[config.mk]
export PLATFORM = sky130hd
export DESIGN_NAME = mini6502
export DESIGN_NICKNAME = d
export VERILOG_FILES = /design/src/design/mini6502_pkg.sv /design/src/design/mini6502.sv /design/src/design/mini6502_datapath.sv /design/src/design/mini6502_sequencer.sv /design/src/design/mini6502_decode.sv /design/src/design/mini6502_alu.sv
export VERILOG_INCLUDE_DIRS = /design/src /design/src/design
export SDC_FILE = /design/constraint.sdc
export NUM_CORES = 1
export LEC_CHECK = 0
export BUFFER_PORTS_ARGS = -buffer_cell sky130_fd_sc_hd__buf_4
export CAP_MARGIN = 10
export CORE_ASPECT_RATIO = 0.6
export CORE_MARGIN = 1
export CORE_UTILIZATION = 45
export DETAILED_ROUTE_END_ITERATION = 6
export PLACE_DENSITY = 0.66
export SLEW_MARGIN = 25
export SYNTH_ARGS = -nofsm -noshare
export SYNTH_HDL_FRONTEND = slang
export SYNTH_SLANG_ARGS = --single-unit
export TNS_END_PERCENT = 30
[constraint.sdc]
create_clock -name clock -period 5.6 [get_ports clock]
set_input_delay 0 -clock clock [delete_from_list [all_inputs] [get_ports clock]]
set_output_delay 0 -clock clock [all_outputs]
set_load 0.02 [all_outputs]
[src/design/mini6502_settings.svh]
`ifndef MINI6502_SETTINGS_SVH
`define MINI6502_SETTINGS_SVH

// Byte width of registers and the data bus
`define DATA_WIDTH 8

// Bus address width
`define ADDR_WIDTH 16

// Address of the first opcode fetch after reset
`define RESET_PC 16'h0200

// High address byte of every zero-page access
`define ZERO_PAGE 8'h00

`endif
[src/design/mini6502_pkg.sv]
`default_nettype none

package mini6502_pkg;

    // Cycle within an instruction
    typedef enum logic [1:0] {
        st_opcode,      // Opcode fetch, previous result committed
        st_byte2,       // Second instruction byte
        st_byte3,       // Third instruction byte, high address
        st_data         // Memory data read or write
    } cpu_state_t;

    typedef enum logic [2:0] {
        mode_implied,
        mode_immediate,
        mode_zeropage,
        mode_absolute,
        mode_jump
    } addr_mode_t;

    // Bus address source
    typedef enum logic [1:0] {
        addr_pc,        // Program counter
        addr_zp,        // Zero page plus data_in
        addr_abs        // data_in high, latched low byte
    } addr_sel_t;

    // Encoded as opcode bits 7:5 of the ALU column
    typedef enum logic [2:0] {
        alu_ora  = 3'd0,
        alu_and  = 3'd1,
        alu_eor  = 3'd2,
        alu_adc  = 3'd3,
        alu_pass = 3'd5,
        alu_cmp  = 3'd6,
        alu_sbc  = 3'd7
    } alu_op_t;

    typedef enum logic [2:0] {db_none, db_mem, db_alu, db_a, db_x_count, db_y_count} db_src_t;

    typedef enum logic [1:0] {store_a, store_x, store_y} store_src_t;

endpackage

`default_nettype wire

[src/design/mini6502.sv]
`timescale 1ns/10ps
`default_nettype none
`include "mini6502_settings.svh"

module mini6502 import mini6502_pkg::*; (
    input  logic                   clock,
    input  logic                   reset,
    input  logic                   enable,
    input  logic [`DATA_WIDTH-1:0] data_in,
    output logic [`ADDR_WIDTH-1:0] address,
    output logic [`DATA_WIDTH-1:0] data_out,
    output logic                   write_enable,
    output logic                   sync,
    output logic [`DATA_WIDTH-1:0] debug_opcode,
    output logic [`ADDR_WIDTH-1:0] debug_pc,
    output logic [`DATA_WIDTH-1:0] debug_a,
    output logic [`DATA_WIDTH-1:0] debug_x,
    output logic [`DATA_WIDTH-1:0] debug_y,
    output logic [3:0]             debug_flags     // N, V, Z, C
);

    logic [`DATA_WIDTH-1:0] opcode;
    addr_mode_t             mode;
    addr_sel_t              addr_sel;
    alu_op_t                alu_op;
    db_src_t                db_src;
    store_src_t             store_src;
    logic                   is_store;
    logic                   pc_inc;
    logic                   pc_load;
    logic                   commit;
    logic                   load_a;
    logic                   load_x;
    logic                   load_y;
    logic                   update_nz;
    logic                   update_cv;
    logic                   carry_op;
    logic                   count_down;

    mini6502_sequencer i_sequencer (
        .clock        (clock),
        .reset        (reset),
        .enable       (enable),
        .data_in      (data_in),
        .mode         (mode),
        .is_store     (is_store),
        .opcode       (opcode),
        .addr_sel     (addr_sel),
        .pc_inc       (pc_inc),
        .pc_load      (pc_load),
        .write_enable (write_enable),
        .commit       (commit),
        .sync         (sync)
    );

    mini6502_decode i_decode (
        .opcode     (opcode),
        .mode       (mode),
        .is_store   (is_store),
        .alu_op     (alu_op),
        .db_src     (db_src),
        .store_src  (store_src),
        .load_a     (load_a),
        .load_x     (load_x),
        .load_y     (load_y),
        .update_nz  (update_nz),
        .update_cv  (update_cv),
        .carry_op   (carry_op),
        .count_down (count_down)
    );

    mini6502_datapath i_datapath (
        .clock      (clock),
        .reset      (reset),
        .enable     (enable),
        .data_in    (data_in),
        .opcode     (opcode),
        .addr_sel   (addr_sel),
        .pc_inc     (pc_inc),
        .pc_load    (pc_load),
        .commit     (commit),
        .alu_op     (alu_op),
        .db_src     (db_src),
        .store_src  (store_src),
        .load_a     (load_a),
        .load_x     (load_x),
        .load_y     (load_y),
        .update_nz  (update_nz),
        .update_cv  (update_cv),
        .carry_op   (carry_op),
        .count_down (count_down),
        .address    (address),
        .data_out   (data_out),
        .pc         (debug_pc),
        .reg_a      (debug_a),
        .reg_x      (debug_x),
        .reg_y      (debug_y),
        .flags      (debug_flags)
    );

    assign debug_opcode = opcode;

endmodule

`default_nettype wire

[src/design/mini6502_datapath.sv]
`timescale 1ns/10ps
`default_nettype none
`include "mini6502_settings.svh"

module mini6502_datapath import mini6502_pkg::*; (
    input  logic                   clock,
    input  logic                   reset,
    input  logic                   enable,
    input  logic [`DATA_WIDTH-1:0] data_in,
    input  logic [`DATA_WIDTH-1:0] opcode,
    input  addr_sel_t              addr_sel,
    input  logic                   pc_inc,
    input  logic                   pc_load,
    input  logic                   commit,
    input  alu_op_t                alu_op,
    input  db_src_t                db_src,
    input  store_src_t             store_src,
    input  logic                   load_a,
    input  logic                   load_x,
    input  logic                   load_y,
    input  logic                   update_nz,
    input  logic                   update_cv,
    input  logic                   carry_op,
    input  logic                   count_down,
    output logic [`ADDR_WIDTH-1:0] address,
    output logic [`DATA_WIDTH-1:0] data_out,
    output logic [`ADDR_WIDTH-1:0] pc,
    output logic [`DATA_WIDTH-1:0] reg_a,
    output logic [`DATA_WIDTH-1:0] reg_x,
    output logic [`DATA_WIDTH-1:0] reg_y,
    output logic [3:0]             flags
);

    logic                   flag_n;
    logic                   flag_v;
    logic                   flag_z;
    logic                   flag_c;
    logic [`DATA_WIDTH-1:0] operand_lo;     // Last byte read, low half of an address
    logic [`ADDR_WIDTH-1:0] abs_address;
    logic [`DATA_WIDTH-1:0] alu_result;
    logic                   alu_c;
    logic                   alu_v;
    logic [`DATA_WIDTH-1:0] x_count;
    logic [`DATA_WIDTH-1:0] y_count;
    logic [`DATA_WIDTH-1:0] data_bus;

    mini6502_alu i_alu (
        .a_in   (reg_a),
        .b_in   (data_in),
        .c_in   (flag_c),
        .op     (alu_op),
        .result (alu_result),
        .c_out  (alu_c),
        .v_out  (alu_v)
    );

    assign abs_address = {data_in, operand_lo};

    always_comb
    begin
        case (addr_sel)
            addr_zp:  address = {`ZERO_PAGE, data_in};
            addr_abs: address = abs_address;
            default:  address = pc;
        endcase
        case (store_src)
            store_x: data_out = reg_x;
            store_y: data_out = reg_y;
            default: data_out = reg_a;
        endcase
    end

    // Step is +1 only when the counted register is written, so TXA/TYA pass unchanged
    assign x_count = reg_x + (count_down ? {`DATA_WIDTH{1'b1}}
                                         : {{(`DATA_WIDTH-1){1'b0}}, load_x});
    assign y_count = reg_y + (count_down ? {`DATA_WIDTH{1'b1}}
                                         : {{(`DATA_WIDTH-1){1'b0}}, load_y});

    always_comb
    begin
        case (db_src)
            db_mem:     data_bus = data_in;     // Byte read in the last cycle
            db_alu:     data_bus = alu_result;
            db_a:       data_bus = reg_a;
            db_x_count: data_bus = x_count;
            db_y_count: data_bus = y_count;
            default:    data_bus = '0;
        endcase
    end

    always_ff @(posedge clock)
    begin
        if (reset)
            pc <= `RESET_PC;
        else if (enable)
            pc <= (pc_load ? abs_address : pc) + {{(`ADDR_WIDTH-1){1'b0}}, pc_inc};
        if (enable)
            operand_lo <= data_in;
    end

    always_ff @(posedge clock)
    begin
        if (reset)
        begin
            reg_a  <= '0;
            reg_x  <= '0;
            reg_y  <= '0;
            flag_n <= 1'b0;
            flag_v <= 1'b0;
            flag_z <= 1'b0;
            flag_c <= 1'b0;
        end
        else if (commit)
        begin
            if (load_a) reg_a <= data_bus;
            if (load_x) reg_x <= data_bus;
            if (load_y) reg_y <= data_bus;
            if (update_nz)
            begin
                flag_n <= data_bus[`DATA_WIDTH-1];
                flag_z <= (data_bus == '0);
            end
            if (update_cv)
            begin
                flag_c <= alu_c;
                if (alu_op != alu_cmp)  // Compare keeps V
                    flag_v <= alu_v;
            end
            if (carry_op)
                flag_c <= opcode[5];    // CLC/SEC
        end
    end

    assign flags = {flag_n, flag_v, flag_z, flag_c};

endmodule

`default_nettype wire

[src/design/mini6502_sequencer.sv]
`timescale 1ns/10ps
`default_nettype none
`include "mini6502_settings.svh"

module mini6502_sequencer import mini6502_pkg::*; (
    input  logic                   clock,
    input  logic                   reset,
    input  logic                   enable,
    input  logic [`DATA_WIDTH-1:0] data_in,
    input  addr_mode_t             mode,
    input  logic                   is_store,
    output logic [`DATA_WIDTH-1:0] opcode,
    output addr_sel_t              addr_sel,
    output logic                   pc_inc,
    output logic                   pc_load,
    output logic                   write_enable,
    output logic                   commit,
    output logic                   sync
);

    localparam logic [`DATA_WIDTH-1:0] RESET_OPCODE = 8'hEA;  // NOP, nothing to commit

    cpu_state_t             state;
    cpu_state_t             state_next;
    logic [`DATA_WIDTH-1:0] opcode_reg;

    // New opcode sits on data_in during st_byte2, the register keeps it until the next one
    assign opcode = (state == st_byte2) ? data_in : opcode_reg;

    always_ff @(posedge clock)
    begin
        if (reset)
        begin
            state      <= st_opcode;
            opcode_reg <= RESET_OPCODE;
        end
        else if (enable)
        begin
            state <= state_next;
            if (state == st_byte2)
                opcode_reg <= data_in;
        end
    end

    always_comb
    begin
        state_next   = st_opcode;
        addr_sel     = addr_pc;
        pc_inc       = 1'b0;
        pc_load      = 1'b0;
        write_enable = 1'b0;
        case (state)
            st_opcode:
            begin
                state_next = st_byte2;
                pc_inc     = 1'b1;
                // High byte of a jump target arrives now, fetch from the target directly
                if (mode == mode_jump)
                begin
                    addr_sel = addr_abs;
                    pc_load  = 1'b1;
                end
            end
            st_byte2:
            begin
                pc_inc = (mode != mode_implied);  // Implied re-reads the next opcode
                case (mode)
                    mode_zeropage: state_next = st_data;
                    mode_absolute: state_next = st_byte3;
                    mode_jump:     state_next = st_byte3;
                    default:       state_next = st_opcode;
                endcase
            end
            st_byte3:
            begin
                pc_inc     = 1'b1;              // Read high address byte
                state_next = (mode == mode_jump) ? st_opcode : st_data;
            end
            default:
            begin
                addr_sel     = (mode == mode_zeropage) ? addr_zp : addr_abs;
                write_enable = is_store;        // Store writes in its last cycle
            end
        endcase
    end

    assign sync   = (state == st_opcode);
    assign commit = sync & enable;          // Results of the previous instruction

endmodule

`default_nettype wire

[src/design/mini6502_decode.sv]
`timescale 1ns/10ps
`default_nettype none
`include "mini6502_settings.svh"

module mini6502_decode import mini6502_pkg::*; (
    input  logic [`DATA_WIDTH-1:0] opcode,
    output addr_mode_t             mode,
    output logic                   is_store,
    output alu_op_t                alu_op,
    output db_src_t                db_src,
    output store_src_t             store_src,
    output logic                   load_a,
    output logic                   load_x,
    output logic                   load_y,
    output logic                   update_nz,
    output logic                   update_cv,
    output logic                   carry_op,
    output logic                   count_down
);

    // Address columns, opcode bits 4:2
    wire logic col_zp  = opcode ==? 8'b???_001_??;  // $00
    wire logic col_abs = opcode ==? 8'b???_011_??;  // $0000
    wire logic imm_a   = opcode ==? 8'b???_010_01;  // ALU #$00
    wire logic imm_xy  = opcode ==? 8'b101_000_?0;  // LDX/LDY #$00
    wire logic col_mem = col_zp | col_abs;

    // Groups
    wire logic lda   = (opcode ==? 8'b101_???_01) & (col_mem | imm_a);
    wire logic ldx   = (opcode ==? 8'b101_???_10) & (col_mem | imm_xy);
    wire logic ldy   = (opcode ==? 8'b101_???_00) & (col_mem | imm_xy);
    wire logic arith = (opcode ==? 8'b???_???_01) & ~(opcode ==? 8'b10?_???_??)
                       & (col_mem | imm_a);     // ORA/AND/EOR/ADC/CMP/SBC
    wire logic store = (opcode ==? 8'b100_???_??) & ~(opcode ==? 8'b???_???_11) & col_mem;
    wire logic cmp   = arith & (opcode[7:5] == 3'b110);
    wire logic adc_sbc = arith & (opcode[6:5] == 2'b11);

    // Single opcodes
    wire logic jmp = opcode == 8'h4C;
    wire logic inx = opcode == 8'hE8;
    wire logic iny = opcode == 8'hC8;
    wire logic dex = opcode == 8'hCA;
    wire logic dey = opcode == 8'h88;
    wire logic tax = opcode == 8'hAA;
    wire logic tay = opcode == 8'hA8;
    wire logic txa = opcode == 8'h8A;
    wire logic tya = opcode == 8'h98;
    wire logic clc_sec = opcode ==? 8'b00?_110_00;  // Bit 5 gives the new carry

    wire logic mem_op = lda | ldx | ldy | arith | store;

    always_comb
    begin
        mode = mode_implied;                    // Anything unlisted runs as a NOP
        if (jmp)
            mode = mode_jump;
        else if (mem_op)
            mode = col_zp ? mode_zeropage : (col_abs ? mode_absolute : mode_immediate);

        db_src = db_none;
        if (lda | ldx | ldy)
            db_src = db_mem;
        else if (arith)
            db_src = db_alu;
        else if (tax | tay)
            db_src = db_a;
        else if (txa | inx | dex)
            db_src = db_x_count;
        else if (tya | iny | dey)
            db_src = db_y_count;
    end

    assign is_store   = store;
    assign store_src  = (opcode[1:0] == 2'b01) ? store_a : (opcode[1] ? store_x : store_y);
    assign alu_op     = arith ? alu_op_t'(opcode[7:5]) : alu_pass;
    assign load_a     = lda | (arith & ~cmp) | txa | tya;  // CMP leaves A alone
    assign load_x     = ldx | tax | inx | dex;
    assign load_y     = ldy | tay | iny | dey;
    assign update_nz  = load_a | load_x | load_y | cmp;
    assign update_cv  = adc_sbc | cmp;
    assign carry_op   = clc_sec;
    assign count_down = dex | dey;

endmodule

`default_nettype wire

[src/design/mini6502_alu.sv]
`timescale 1ns/10ps
`default_nettype none
`include "mini6502_settings.svh"

module mini6502_alu import mini6502_pkg::*; (
    input  logic [`DATA_WIDTH-1:0] a_in,
    input  logic [`DATA_WIDTH-1:0] b_in,
    input  logic                   c_in,
    input  alu_op_t                op,
    output logic [`DATA_WIDTH-1:0] result,
    output logic                   c_out,
    output logic                   v_out
);

    logic                   subtract;
    logic                   carry_in;
    logic [`DATA_WIDTH-1:0] addend;
    logic [`DATA_WIDTH:0]   sum;

    assign subtract = op[2];                            // CMP and SBC
    assign addend   = subtract ? ~b_in : b_in;          // Ones complement for subtraction
    assign carry_in = (op == alu_cmp) ? 1'b1 : c_in;    // Compare ignores the carry flag
    assign sum      = {1'b0, a_in} + {1'b0, addend} + {{`DATA_WIDTH{1'b0}}, carry_in};

    always_comb
    begin
        case (op)
            alu_ora: result = a_in | b_in;
            alu_and: result = a_in & b_in;
            alu_eor: result = a_in ^ b_in;
            alu_adc: result = sum[`DATA_WIDTH-1:0];
            alu_cmp: result = a_in;             // A passes to the flags path
            alu_sbc: result = sum[`DATA_WIDTH-1:0];
            default: result = b_in;             // Load
        endcase
    end

    assign c_out = sum[`DATA_WIDTH];
    // Both inputs agree in sign and the sum disagrees
    assign v_out = (a_in[`DATA_WIDTH-1] ^ sum[`DATA_WIDTH-1])
                 & (addend[`DATA_WIDTH-1] ^ sum[`DATA_WIDTH-1]);

endmodule

`default_nettype wire

==> results.md, run 1 <==
- Status: finished, violations left
- Failing checks: design-rule violations
- Final Max Tran Viols: 0
- CTS Root Cell: clkbuf_16
- IO Pins: 89
- XOR/XNOR share of the synthesized area: 0.0366
- Setup TNS: 0 ns
- Post-synth EDFFs: 8
- Buf/Inv on CP: 3
- Post-synthesis sequential area ratio: 0.230
- Compound-Gate Fraction of Synth Area: 0.287
- Row count: 31
- Max Cap Viol: 0
- Dpl hpwl: between 15000 and 20000 µm
- Post-Synth Simple-Gate Area: 0.220
- GR Overflow Total: 0
- Setup Buffers After CTS: 0
- # setup viols final: 0
- Nature of the critical path endpoint: register
- Top cells by area, synth: dfxtp_1, ha_1, nand2_1, a211oi_1, nor2_1
- WL final: approximately 22000 µm
- Clk sinks: 62
- Asr flop ratio synth: 0
- Crit path largest cell delay: 0.63 ns
- Commonest non-fill, non-tap cell in the layout: buf_4
- Crit Path Max Fanout: 18
- Antenna violations before repair: 0
- Top reg by flops: i_datapath.pc
- Routability cong.: 0.992
- Avg Cell Area, Syn: 7.59 µm²
- Largest area contributor in the netlist: dfxtp_1
- Area share of the largest cell type after synthesis: 0.188
- Hold slack: 0.0215 ns
- Die area: approximately 0.013 mm²
- Antenna Nets Post-Route: 0
- CTS tree: done
- Cell leakage power: 2.77 nW
- Core ar.: 0.0123 mm²
- Post-synthesis mux area share: 0.0512
- Register area: 0.00132 mm²
- Slowest CP cell: dfxtp_1
- Ys flop type: dfxtp_1
- Synthesized cell area: 0.00574 mm²
- CP delay by family, top: simple AND/OR/NAND/NOR gates
- Die H: 89.5 µm
- H-tree depth: 3
- Tmin final: 5.08 ns
- Fillers: 1192
- Worst Clk Skew: 0.00897 ns
- Final hold viol count: 0
- Max VDD drop: 0.000134 V
- Drt drc: 3
- WP data required: 5.85 ns
- Max FFs per register: 16
- Drt via density: between 6 and 7
- Synthesized netlist cell count: 756
- Largest net degree at the start of global routing: 56
- Main combinational cell family by area after synthesis: compound AO/OA/AOI/OAI gates
- Worst endpoint data arrival time: ~5.3 ns
- Layout cell share with drive strength beyond 1: 0.183
- Clock latency at the later pin of the worst-skew pair: ~0.34 ns
- Startpoint types: register
- Power density over the cells: 211 mW/mm²
- CTS clk-pin slew, worst paths: 0.06 ns
- Die Wd: 148 µm
- Gr usage total: 0.334
- Unrepaired setup endpoints after global routing: false
- Max Buffers Root-to-Sink: 2
- Commonest cells after routing, fill and taps aside: buf_4, nand2_1, nor2_1
- Footprint of the multi-input gates: 0.00402 mm²
- First-pass GRT wire length: 32600 µm
- Final non-filler cell area: 0.00689 mm²
- DR vias: roughly 6300
- Total CTS buffers: 9
- # diodes: 0
- Adder-cell share of the synthesized area: 0.103
- Fmax achieved: slightly below 200 MHz
- P&R area growth vs syn: 20.0%
- Fin nets: 888
- Post-DR wirelength/cell: between 20 and 25 µm
- WS Path Type: register to register
- Router iterations before antenna repair: 7
- Total power: 1.45 mW
- Synth warnings: 0
- Worst-Margin Slew: 0.959 ns
- Initial Utilization: 0.468
- DRT iter0 DRCs: 684
- IO buf count: 88
- Area after DPL: 0.00654 mm²
- CP cell instances: nand2b_2 > a21oi_4 > inv_2 > mux2i_1 > and2_1 > inv_1 > nand2_1 > ha_1 > inv_1 > fa_1 > nand2b_1 > a21oi_1 > o22ai_1 > xor2_1 > o22ai_1 > nor4_4 > nand3_1 > o31ai_1
- FF+latch count, synth: 62
- Synth unique cells: 77
- Worst Hold Class: primary input to register
- Total nets after synthesis: 812
- Number of global-route vias before repair: ~5300
- Slew HR: 0.355
- Period utilization: 0.907
==> layout make-up <==
cell class | count | area share
clock buffer | 11 | 0.0383
tap | 165 | 0.0300
sequential | 62 | 0.192
clock inverter | 5 | 0.00563
inverter | 47 | 0.0256
timing repair buffer | 114 | 0.126
multi-input combinational | 598 | 0.583
==> cell usage after synthesis (7+ instances only) <==
cell,number
clkbuf_1,28
o22ai_1,9
nand4_1,7
nor3_1,14
a211oi_1,42
o21a_1,7
edfxtp_1,8
a22oi_1,16
xor2_1,7
o21ai_0,41
a21o_1,7
dfxtp_1,54
nor2_1,76
nand2_1,96
inv_1,44
mux2i_1,18
nand3_1,18
and2_1,7
xnor2_1,17
a21oi_1,39
ha_1,41
a31oi_1,18
buf_2,13
==> routing by layer <==
metal  vias up  share of wire  routed length [µm]  GRT usage
li1       2918              -                   -          -
met1      3022           0.50               11100      0.539
met2       363           0.36                8050      0.410
met3        21           0.13                2850      0.110
met4         0         0.0068                 150     0.0450
met5         -              0                   0          0
==> cells by family (layout without fill, tap and decap cells) <==
logic type | after synthesis | count (layout)
xor+xnor | 24 | 24
mux | 26 | 26
fa+ha+maj | 45 | 45
compound gates | 240 | 240
buf+inv | 96 | 177
simple gates | 263 | 263
flops | 62 | 62
==> power breakdown <==
| group | total (mW) | leakage [nW] | internal, mW | switching, mW |
|---|---|---|---|---|
| combinational | 0.374 | 2.11 | 0.133 | 0.241 |
| sequential | 0.505 | 0.517 | 0.469 | 0.0351 |
| clock | 0.573 | 0.147 | 0.341 | 0.232 |
==> metrics by stage <==
step | setup WS (ns) | instances | utilization
after floorplan | 1.50 | 756 | -
after global placement | 0.539 | 982 | 0.533
after detailed placement | 0.430 | 982 | 0.534
after CTS | 0.364 | 1002 | 0.562
after global routing | 0.0559 | 1002 | 0.562
final | 0.519 | 1002 | 0.562
==> what timing repair did <==
item                                   4_1_cts  5_1_grt
setup endpoints to repair                    0        3
endpoints found under the hold margin        4        0
gates resized for setup                      0        1
hold buffers                                 4        0
==> path summary, 6_finish.rpt <==
| kind | startpoint | end | slack, ns | cells after the start |
|---|---|---|---|---|
| max reg2reg | i_sequencer.state[0] | i_datapath.flag_z | 0.52 | 18 |
| min | data_in[6] | i_datapath.operand_lo[6] | 0.02 | 1 |
| max | i_sequencer.state[0] | i_datapath.flag_z | 0.52 | 18 |
| min reg2reg | i_datapath.pc[14] | i_datapath.pc[14] | 0.50 | 2 |
==> worst reg2reg max path: stages (launching register included) <==
cell and delay (ns):
dfxtp_1 0.63, nand2b_2 0.39, a21oi_4 0.45, inv_2 0.23
mux2i_1 0.28, and2_1 0.36, inv_1 0.18, nand2_1 0.10
ha_1 0.22, inv_1 0.07, fa_1 0.37, nand2b_1 0.21
a21oi_1 0.20, o22ai_1 0.14, xor2_1 0.30, o22ai_1 0.17
nor4_4 0.34, nand3_1 0.12, o31ai_1 0.24
(Power assumes the default switching activity.)
==> inputs of run 2 (changes only) <==
- PLACE_DENSITY: 0.66 -> unset
- PLACE_DENSITY_LB_ADDON: unset -> 0.08
==> run 2 against run 1 <==
Compared with the run above: the flow now finishes without violations; sequential power about the same; fmax down 1.8%; critical path depth down 1; die area unchanged; register-to-register slack worse by 0.09 ns.
==> results.md, run 2 (synthesized netlist as in run 1, its figures left out) <==
- Layout cell share with drive strength beyond 1: 0.179 (-0.00337)
- Post-DR wirelength/cell: 22.2 µm (+0.66%)
- Gr usage total: 0.342 (+0.00765)
- Reg-to-reg critical path endpoint: i_datapath.reg_y[6]
- Worst Hold Class: primary input to register
- Worst endpoint data arrival time: 5.43 ns (+0.10 ns)
- CP cell instances: nand2b_2 > buf_4 > a31oi_1 > nor3_1 > and2_1 > inv_1 > nand2_1 > ha_1 > inv_1 > fa_1 > nor2b_1 > o31a_1 > o21a_1 > nor3_1 > nor3_1 > nor4_4 > a211oi_1
- CTS clk-pin slew, worst paths: 0.06 ns (about the same)
- Die H: 89.5 µm (unchanged)
- Max Cap Viol: 0 (unchanged)
- Worst setup path start: i_sequencer.state[1]
- Antenna violations before repair: 1 (+1)
- Top reg by flops: i_datapath.pc
- Drt via density: 6.27 (-0.69%)
- Max FFs per register: 16 (unchanged)
- Cell leakage power: 2.75 nW (-0.71%)
- Power density over the cells: 213 mW/mm² (+0.97%)
- Total CTS buffers: 9 (unchanged)
- # diodes: 0 (unchanged)
- R2r startpoint: i_sequencer.state[1]
- Fin nets: 887 (-0.11%)
- Period utilization: 0.924 (+0.0169)
- DR vias: 6274 (-0.79%)
- Dpl hpwl: 16900 µm (+0.51%)
- Commonest cells after routing, fill and taps aside: buf_4, nand2_1, nor2_1
- GR Overflow Total: 0 (unchanged)
- Crit path largest cell delay: 0.67 ns (+0.04 ns)
- WL final: 22300 µm (+0.56%)
- H-tree depth: 3 (unchanged)
- Setup Buffers After CTS: 0 (unchanged)
- Die area: 0.0132 mm² (unchanged)
- Crit Path Max Fanout: 17 (-1)
- DRT iter0 DRCs: 634 (-7.3%)
- Router iterations before antenna repair: 5 (-2)
- Clock latency at the later pin of the worst-skew pair: 0.34 ns (about the same)
- Final Max Tran Viols: 0 (unchanged)
- Commonest non-fill, non-tap cell in the layout: buf_4
- CP Depth: 17 (-1)
- Largest net degree at the start of global routing: 56 (unchanged)
- Fmax achieved: 193 MHz (-1.8%)
- IO buf count: 88 (unchanged)
- Status: finished, final reports clean
- Worst reg2reg path depth: 17 (-1)
- Slew HR: 0.271 (-0.0843)
- Final hold viol count: 0 (unchanged)
- Routability cong.: 0.970 (-2.2%)
- # setup viols final: 0 (unchanged)
- Fillers: 1204 (+1.0%)
- Critical Path End: i_datapath.reg_y[6]
- Worst Clk Skew: 0.00676 ns (-0.00221 ns)
- CTS tree: done
- WP data required: 5.85 ns (about the same)
- CP delay by family, top: simple AND/OR/NAND/NOR gates
- Max VDD drop: 0.000155 V (+16%)
- Max Buffers Root-to-Sink: 2 (unchanged)
- Nature of the critical path endpoint: register
- Most frequent CP cell: nor3_1
- IO Pins: 89 (unchanged)
- Die Wd: 148 µm (unchanged)
- R2R setup slack: 0.42 ns (-0.09 ns)
- Unrepaired setup endpoints after global routing: false
- Drt drc: 0 (-3)
- Final core occ: 0.561 (-0.000714)
- Core ar.: 0.0123 mm² (unchanged)
- Slowest CP cell: nor3_1
- WS Path Type: register to register
- Antenna Nets Post-Route: 0 (unchanged)
- Setup TNS: 0 ns (unchanged)
- Worst-Margin Slew: 1.08 ns (+0.125 ns)
- P&R area growth vs syn: 19.9%
- Tmin final: 5.18 ns (+0.0949 ns)
- Initial Utilization: 0.468 (unchanged)
- Row count: 31 (unchanged)
- Number of global-route vias before repair: 5459 (+3.0%)
- Clk sinks: 62 (unchanged)
- Buf/Inv on CP: 3 (unchanged)
- First-pass GRT wire length: 33500 µm (+2.7%)
- CTS Root Cell: clkbuf_16
- Startpoint types: register
run 2: layout make-up:
cell class	instances	area [µm²]	area share
clock buffers	9	225	0.0327
repair buffers	113	861	0.125
well taps	165	206	0.0300
multi-input cells	598	4020	0.584
clock inverters	7	73.8	0.0107
inverters	47	176	0.0256
flip-flops and latches	62	1320	0.192
run 2: how the worst min path moves through the flow:
stage | end | startpoint | slack (ns) | cells past startpoint
2_1_floorplan | i_datapath.operand_lo[0] | data_in[0] | 0.1 | 0
3_3_place_gp | i_datapath.operand_lo[0] | data_in[0] | 0.31 | 1
3_5_place_dp | i_datapath.operand_lo[0] | data_in[0] | 0.31 | 1
4_1_cts | i_datapath.operand_lo[5] | data_in[5] | 0.02 | 1
5_1_grt | i_datapath.operand_lo[5] | data_in[5] | 0.03 | 1
6_report | i_datapath.operand_lo[5] | data_in[5] | 0.04 | 1
run 2: timing repair:
item                                    in CTS  in global routing
gates resized for setup                      0                  1
hold endpoints to repair                     5                  0
endpoints found under the setup margin       0                  4
hold buffers                                 5                  0
run 2: stage by stage:
stage               cell area (µm²)  instances  hold WS, ns  power [mW]  setup WS, ns
detailed placement             6530        980        0.315       0.870         0.430
floorplan                      5740        756       0.0989       0.731          1.50
finish                         6880       1001       0.0430        1.46         0.424
CTS                            6880       1001       0.0233        1.45         0.388
global placement               6520        980        0.315       0.865         0.608
global route                   6880       1001       0.0279        1.51        0.0335
run 2: where the power goes:
group          switching (mW)  internal [mW]
registers              0.0349          0.469
clock network           0.239          0.346
logic                   0.241          0.134
run 2: per-layer routing:
layer | vias up | share of wire | GRT usage
li1 | 2922 | - | -
met1 | 2954 | 0.50 | 0.537
met2 | 382 | 0.36 | 0.417
met3 | 16 | 0.14 | 0.128
met4 | 0 | 0.0080 | 0.0665
met5 | - | 0 | 0
run 2: worst register-to-register path, cell delays in order (launching register included):
cell	delay [ns]
dfxtp_1	0.63
nand2b_2	0.44
buf_4	0.23
a31oi_1	0.21
nor3_1	0.53
and2_1	0.43
inv_1	0.19
nand2_1	0.10
ha_1	0.21
inv_1	0.07
fa_1	0.38
nor2b_1	0.22
o31a_1	0.18
o21a_1	0.14
nor3_1	0.05
nor3_1	0.67
nor4_4	0.13
a211oi_1	0.26
==> inputs of run 3 (changes only) <==
- SYNTH_HIERARCHICAL: unset -> 1
- clock period: 5.6 -> 4.9 ns (I/O delays scaled with it)
==> run 3 against run 2 <==
Compared with the run above: the run now ends with design-rule violations left; synthesized cell count up 4.4%; register-to-register slack worse by 0.16 ns; utilization down 0.85 points; sequential power up 12%; die area up 6.5%; hold slack worse by 0.029 ns; routed wire length down 10%; area after synthesis up 6.7%; final area up 4.9%; cell count up 3.1%; clock-buffer cell count up 2; sequential share of layout area down 0.89 points; critical path type unchanged.
==> results.md, run 3 <==
- Layout cell share with drive strength beyond 1: 0.203 (+0.0238)
- Ys flop type: dfxtp_1
- Fillers: 1203 (-0.083%)
- Worst Hold Class: primary input to register
- Most frequent cells after synthesis: nand2_1, o21ai_0, nor2_1, dfxtp_1, a21oi_1
- Fin nets: 914 (+3.0%)
- Synthesized cell area: 0.00612 mm² (+6.7%)
- Final hold viol count: 0 (unchanged)
- Die area: 0.0141 mm² (+6.5%)
- Top reg by flops: i_datapath/pc
- WS Path Type: register to register
- Synth unique cells: 79 (+2.6%)
- Most frequent cell after synthesis: nand2_1
- Cell Int Power: 1.06 mW (+12%)
- Row count: 32 (+3.2%)
- Antenna violations before repair: 1 (unchanged)
- IO Pins: 89 (unchanged)
- Worst-Margin Slew: 0.820 ns (-0.263 ns)
- Gr usage total: 0.284 (-0.0575)
- Post-synth EDFFs: 8 (unchanged)
- CTS Root Cell: clkbuf_16
- Drt drc: 6 (+6)
- Asr flop ratio synth: 0 (unchanged)
- Total CTS buffers: 9 (unchanged)
- Largest net degree at the start of global routing: 50 (-11%)
- Switching Fraction: 0.348 (-0.00360)
- Core ar.: 0.0131 mm² (+6.5%)
- Area share of the largest cell type after synthesis: 0.177 (-0.0118)
- Final Max Tran Viols: 0 (unchanged)
- Worst endpoint data arrival time: 4.91 ns (-0.52 ns)
- Avg Cell Area, Syn: 7.76 µm² (+2.2%)
- WP data required: 5.18 ns (-0.67 ns)
- Initial Utilization: 0.469 (+0.000773)
- Buf/Inv on CP: 0 (-3)
- Clk sinks: 62 (unchanged)
- # setup viols final: 0 (unchanged)
- Synthesized netlist cell count: 789 (+4.4%)
- CTS clk-pin slew, worst paths: 0.06 ns (about the same)
- Crit path largest cell delay: 0.54 ns (-0.13 ns)
- Post-DR wirelength/cell: 19.3 µm (-13%)
- Max VDD drop: 0.000151 V (-3.0%)
- Max Buffers Root-to-Sink: 2 (unchanged)
- Antenna Nets Post-Route: 0 (unchanged)
- H-tree depth: 3 (unchanged)
- Combinational share of power: 0.290 (+0.034)
- Dpl hpwl: 14800 µm (-12%)
- Startpoint types: register
- Period utilization: 0.945 (+0.0211)
- DR vias: 6260 (-0.22%)
- Max Cap Viol: 0 (unchanged)
- Max FFs per register: 16 (unchanged)
- Final non-filler cell area: 0.00722 mm² (+4.9%)
- Clock latency at the later pin of the worst-skew pair: 0.34 ns (about the same)
- FF+latch count, synth: 62 (unchanged)
- Failing checks: design-rule violations
- Power density over the cells: 226 mW/mm² (+6.1%)
- P&R area growth vs syn: 17.8%
- IO buf count: 88 (unchanged)
- Power share of the clock group: 0.363 (-0.036)
- Register area: 0.00132 mm² (unchanged)
- Fmax achieved: 216 MHz (+12%)
- WL final: 19900 µm (-10%)
- Slew HR: 0.449 (+0.178)
- Sw Pwr: 0.567 mW (+10%)
- Post-synthesis sequential area ratio: 0.216 (-0.0144)
- Setup Buffers After CTS: 0 (unchanged)
- DRT iter0 DRCs: 566 (-11%)
- Router iterations before antenna repair: 7 (+2)
- Tmin final: 4.63 ns (-0.543 ns)
- Largest area contributor in the netlist: dfxtp_1
- CTS tree: done
- Routability cong.: 0.880 (-9.2%)
- Crit Path Max Fanout: 7 (-10)
- GR Overflow Total: 0 (unchanged)
- Nature of the critical path endpoint: register
- Cell leakage power: 2.97 nW (+7.9%)
- Total nets after synthesis: 847 (+4.3%)
- Footprint of the multi-input gates: 0.00441 mm² (+9.8%)
- Setup TNS: 0 ns (unchanged)
- Die H: 92.4 µm (+3.2%)
- Synth warnings: 6 (+6)
- Final core occ: 0.553 (-0.00854)
- Register share of total power: 0.346 (about the same)
- Status: finished, violations left
- Slowest CP cell: fa_1
- Top cells by area, synth: dfxtp_1, ha_1, o21ai_0, nand2_1, a21oi_1
- Commonest cells after routing, fill and taps aside: buf_4, nand2_1, o21ai_0
- Number of global-route vias before repair: 5613 (+2.8%)
- Area after DPL: 0.00690 mm² (+5.7%)
- Die Wd: 153 µm (+3.2%)
- Commonest non-fill, non-tap cell in the layout: buf_4
- CP delay by family, top: compound AO/OA/AOI/OAI gates
- CP cell instances: and2b_2 > mux2_2 > nor2_1 > o211a_1 > nand2b_1 > xor2_1 > fa_1 > fa_1 > a211oi_2 > o21bai_1 > a21oi_2 > xor2_1 > o221ai_1 > mux2i_1 > a211oi_1 > a21oi_1 > nand2_1 > a211oi_4 > a41o_1
- First-pass GRT wire length: 31400 µm (-6.1%)
- Worst Clk Skew: 0.00869 ns (+0.00193 ns)
- Drt via density: 6.07 (-3.2%)
- Hold slack: 0.0141 ns (-0.0289 ns)
[run 3: changes by cell type after synthesis, sizes merged, moves of 9 or more]
cell / delta
a21oi: +16
mux2: +15
and3: +15
inv: -9
nand2: -24
a31oi: -15
nor2: -14
o21ai: +26
buf: +9
a211oi: -11
xor2: +14
[run 3: cell families (layout without fill, tap and decap cells)]
logic type,Yosys count,after routing,share of synthesized area
adders and majority gates,47,47,0.101
other,0,1,0
DFF,62,62,0.216
and+or+nand+nor,254,254,0.215
AOI/OAI and AO/OA,256,256,0.282
muxes,38,38,0.0662
buffers and inverters,96,168,0.0693
xor gates and xnor gates,36,36,0.0515
[run 3: power by group through the flow]
stage	logic, mW	registers (mW)	clock network, mW
after floorplan	0.301	0.577	0
after global placement	0.448	0.574	0
after detailed placement	0.458	0.575	0
after CTS	0.461	0.564	0.597
after global routing	0.513	0.567	0.628
final	0.473	0.564	0.592
[run 3: cell type report]
type	count	share of cell area
Inverter	39	0.0203
Sequential cell	62	0.183
Antenna cell	1	0.000347
Multi-Input combinational cell	631	0.611
Clock inverter	5	0.00503
Tap cell	170	0.0295
Timing Repair Buffer	113	0.118
Clock buffer	11	0.0322
[run 3: timing repair]
item / CTS / global route
endpoints found under the setup margin: 0 / 18
hold buffers: 2 / 0
endpoints found under the hold margin: 2 / 0
resized for setup: 0 / 6
[run 3: final timing paths]
kind	slack (ns)	to	depth (start not counted)	start
worst min-delay path	0.01	i_datapath/operand_lo[5]	1	data_in[5]
worst max register to register	0.27	i_datapath/flag_z	19	i_sequencer/state[1]
worst max-delay path	0.27	i_datapath/flag_z	19	i_sequencer/state[1]
worst min register to register	0.46	i_sequencer/opcode_reg[3]	1	i_sequencer/opcode_reg[3]
[run 3: per-layer routing]
| metal | vias to the layer above | track usage | share of wire | routed length, µm |
|---|---|---|---|---|
| li1 | 3008 | - | - | - |
| met1 | 2984 | 0.447 | 0.52 | 10300 |
| met2 | 251 | 0.379 | 0.39 | 7740 |
| met3 | 17 | 0.0674 | 0.085 | 1700 |
| met4 | 0 | 0.0589 | 0.0084 | 168 |
| met5 | - | 0 | 0 | 0 |
[run 3: through the flow]
step	std cells	setup WS, ns	power, mW
final	1032	0.268	1.63
after CTS	1031	0.0416	1.62
after global placement	1013	0.260	1.02
after detailed placement	1013	0.0875	1.03
after floorplan	789	-0.0190	0.879
after global routing	1031	-0.00375	1.71
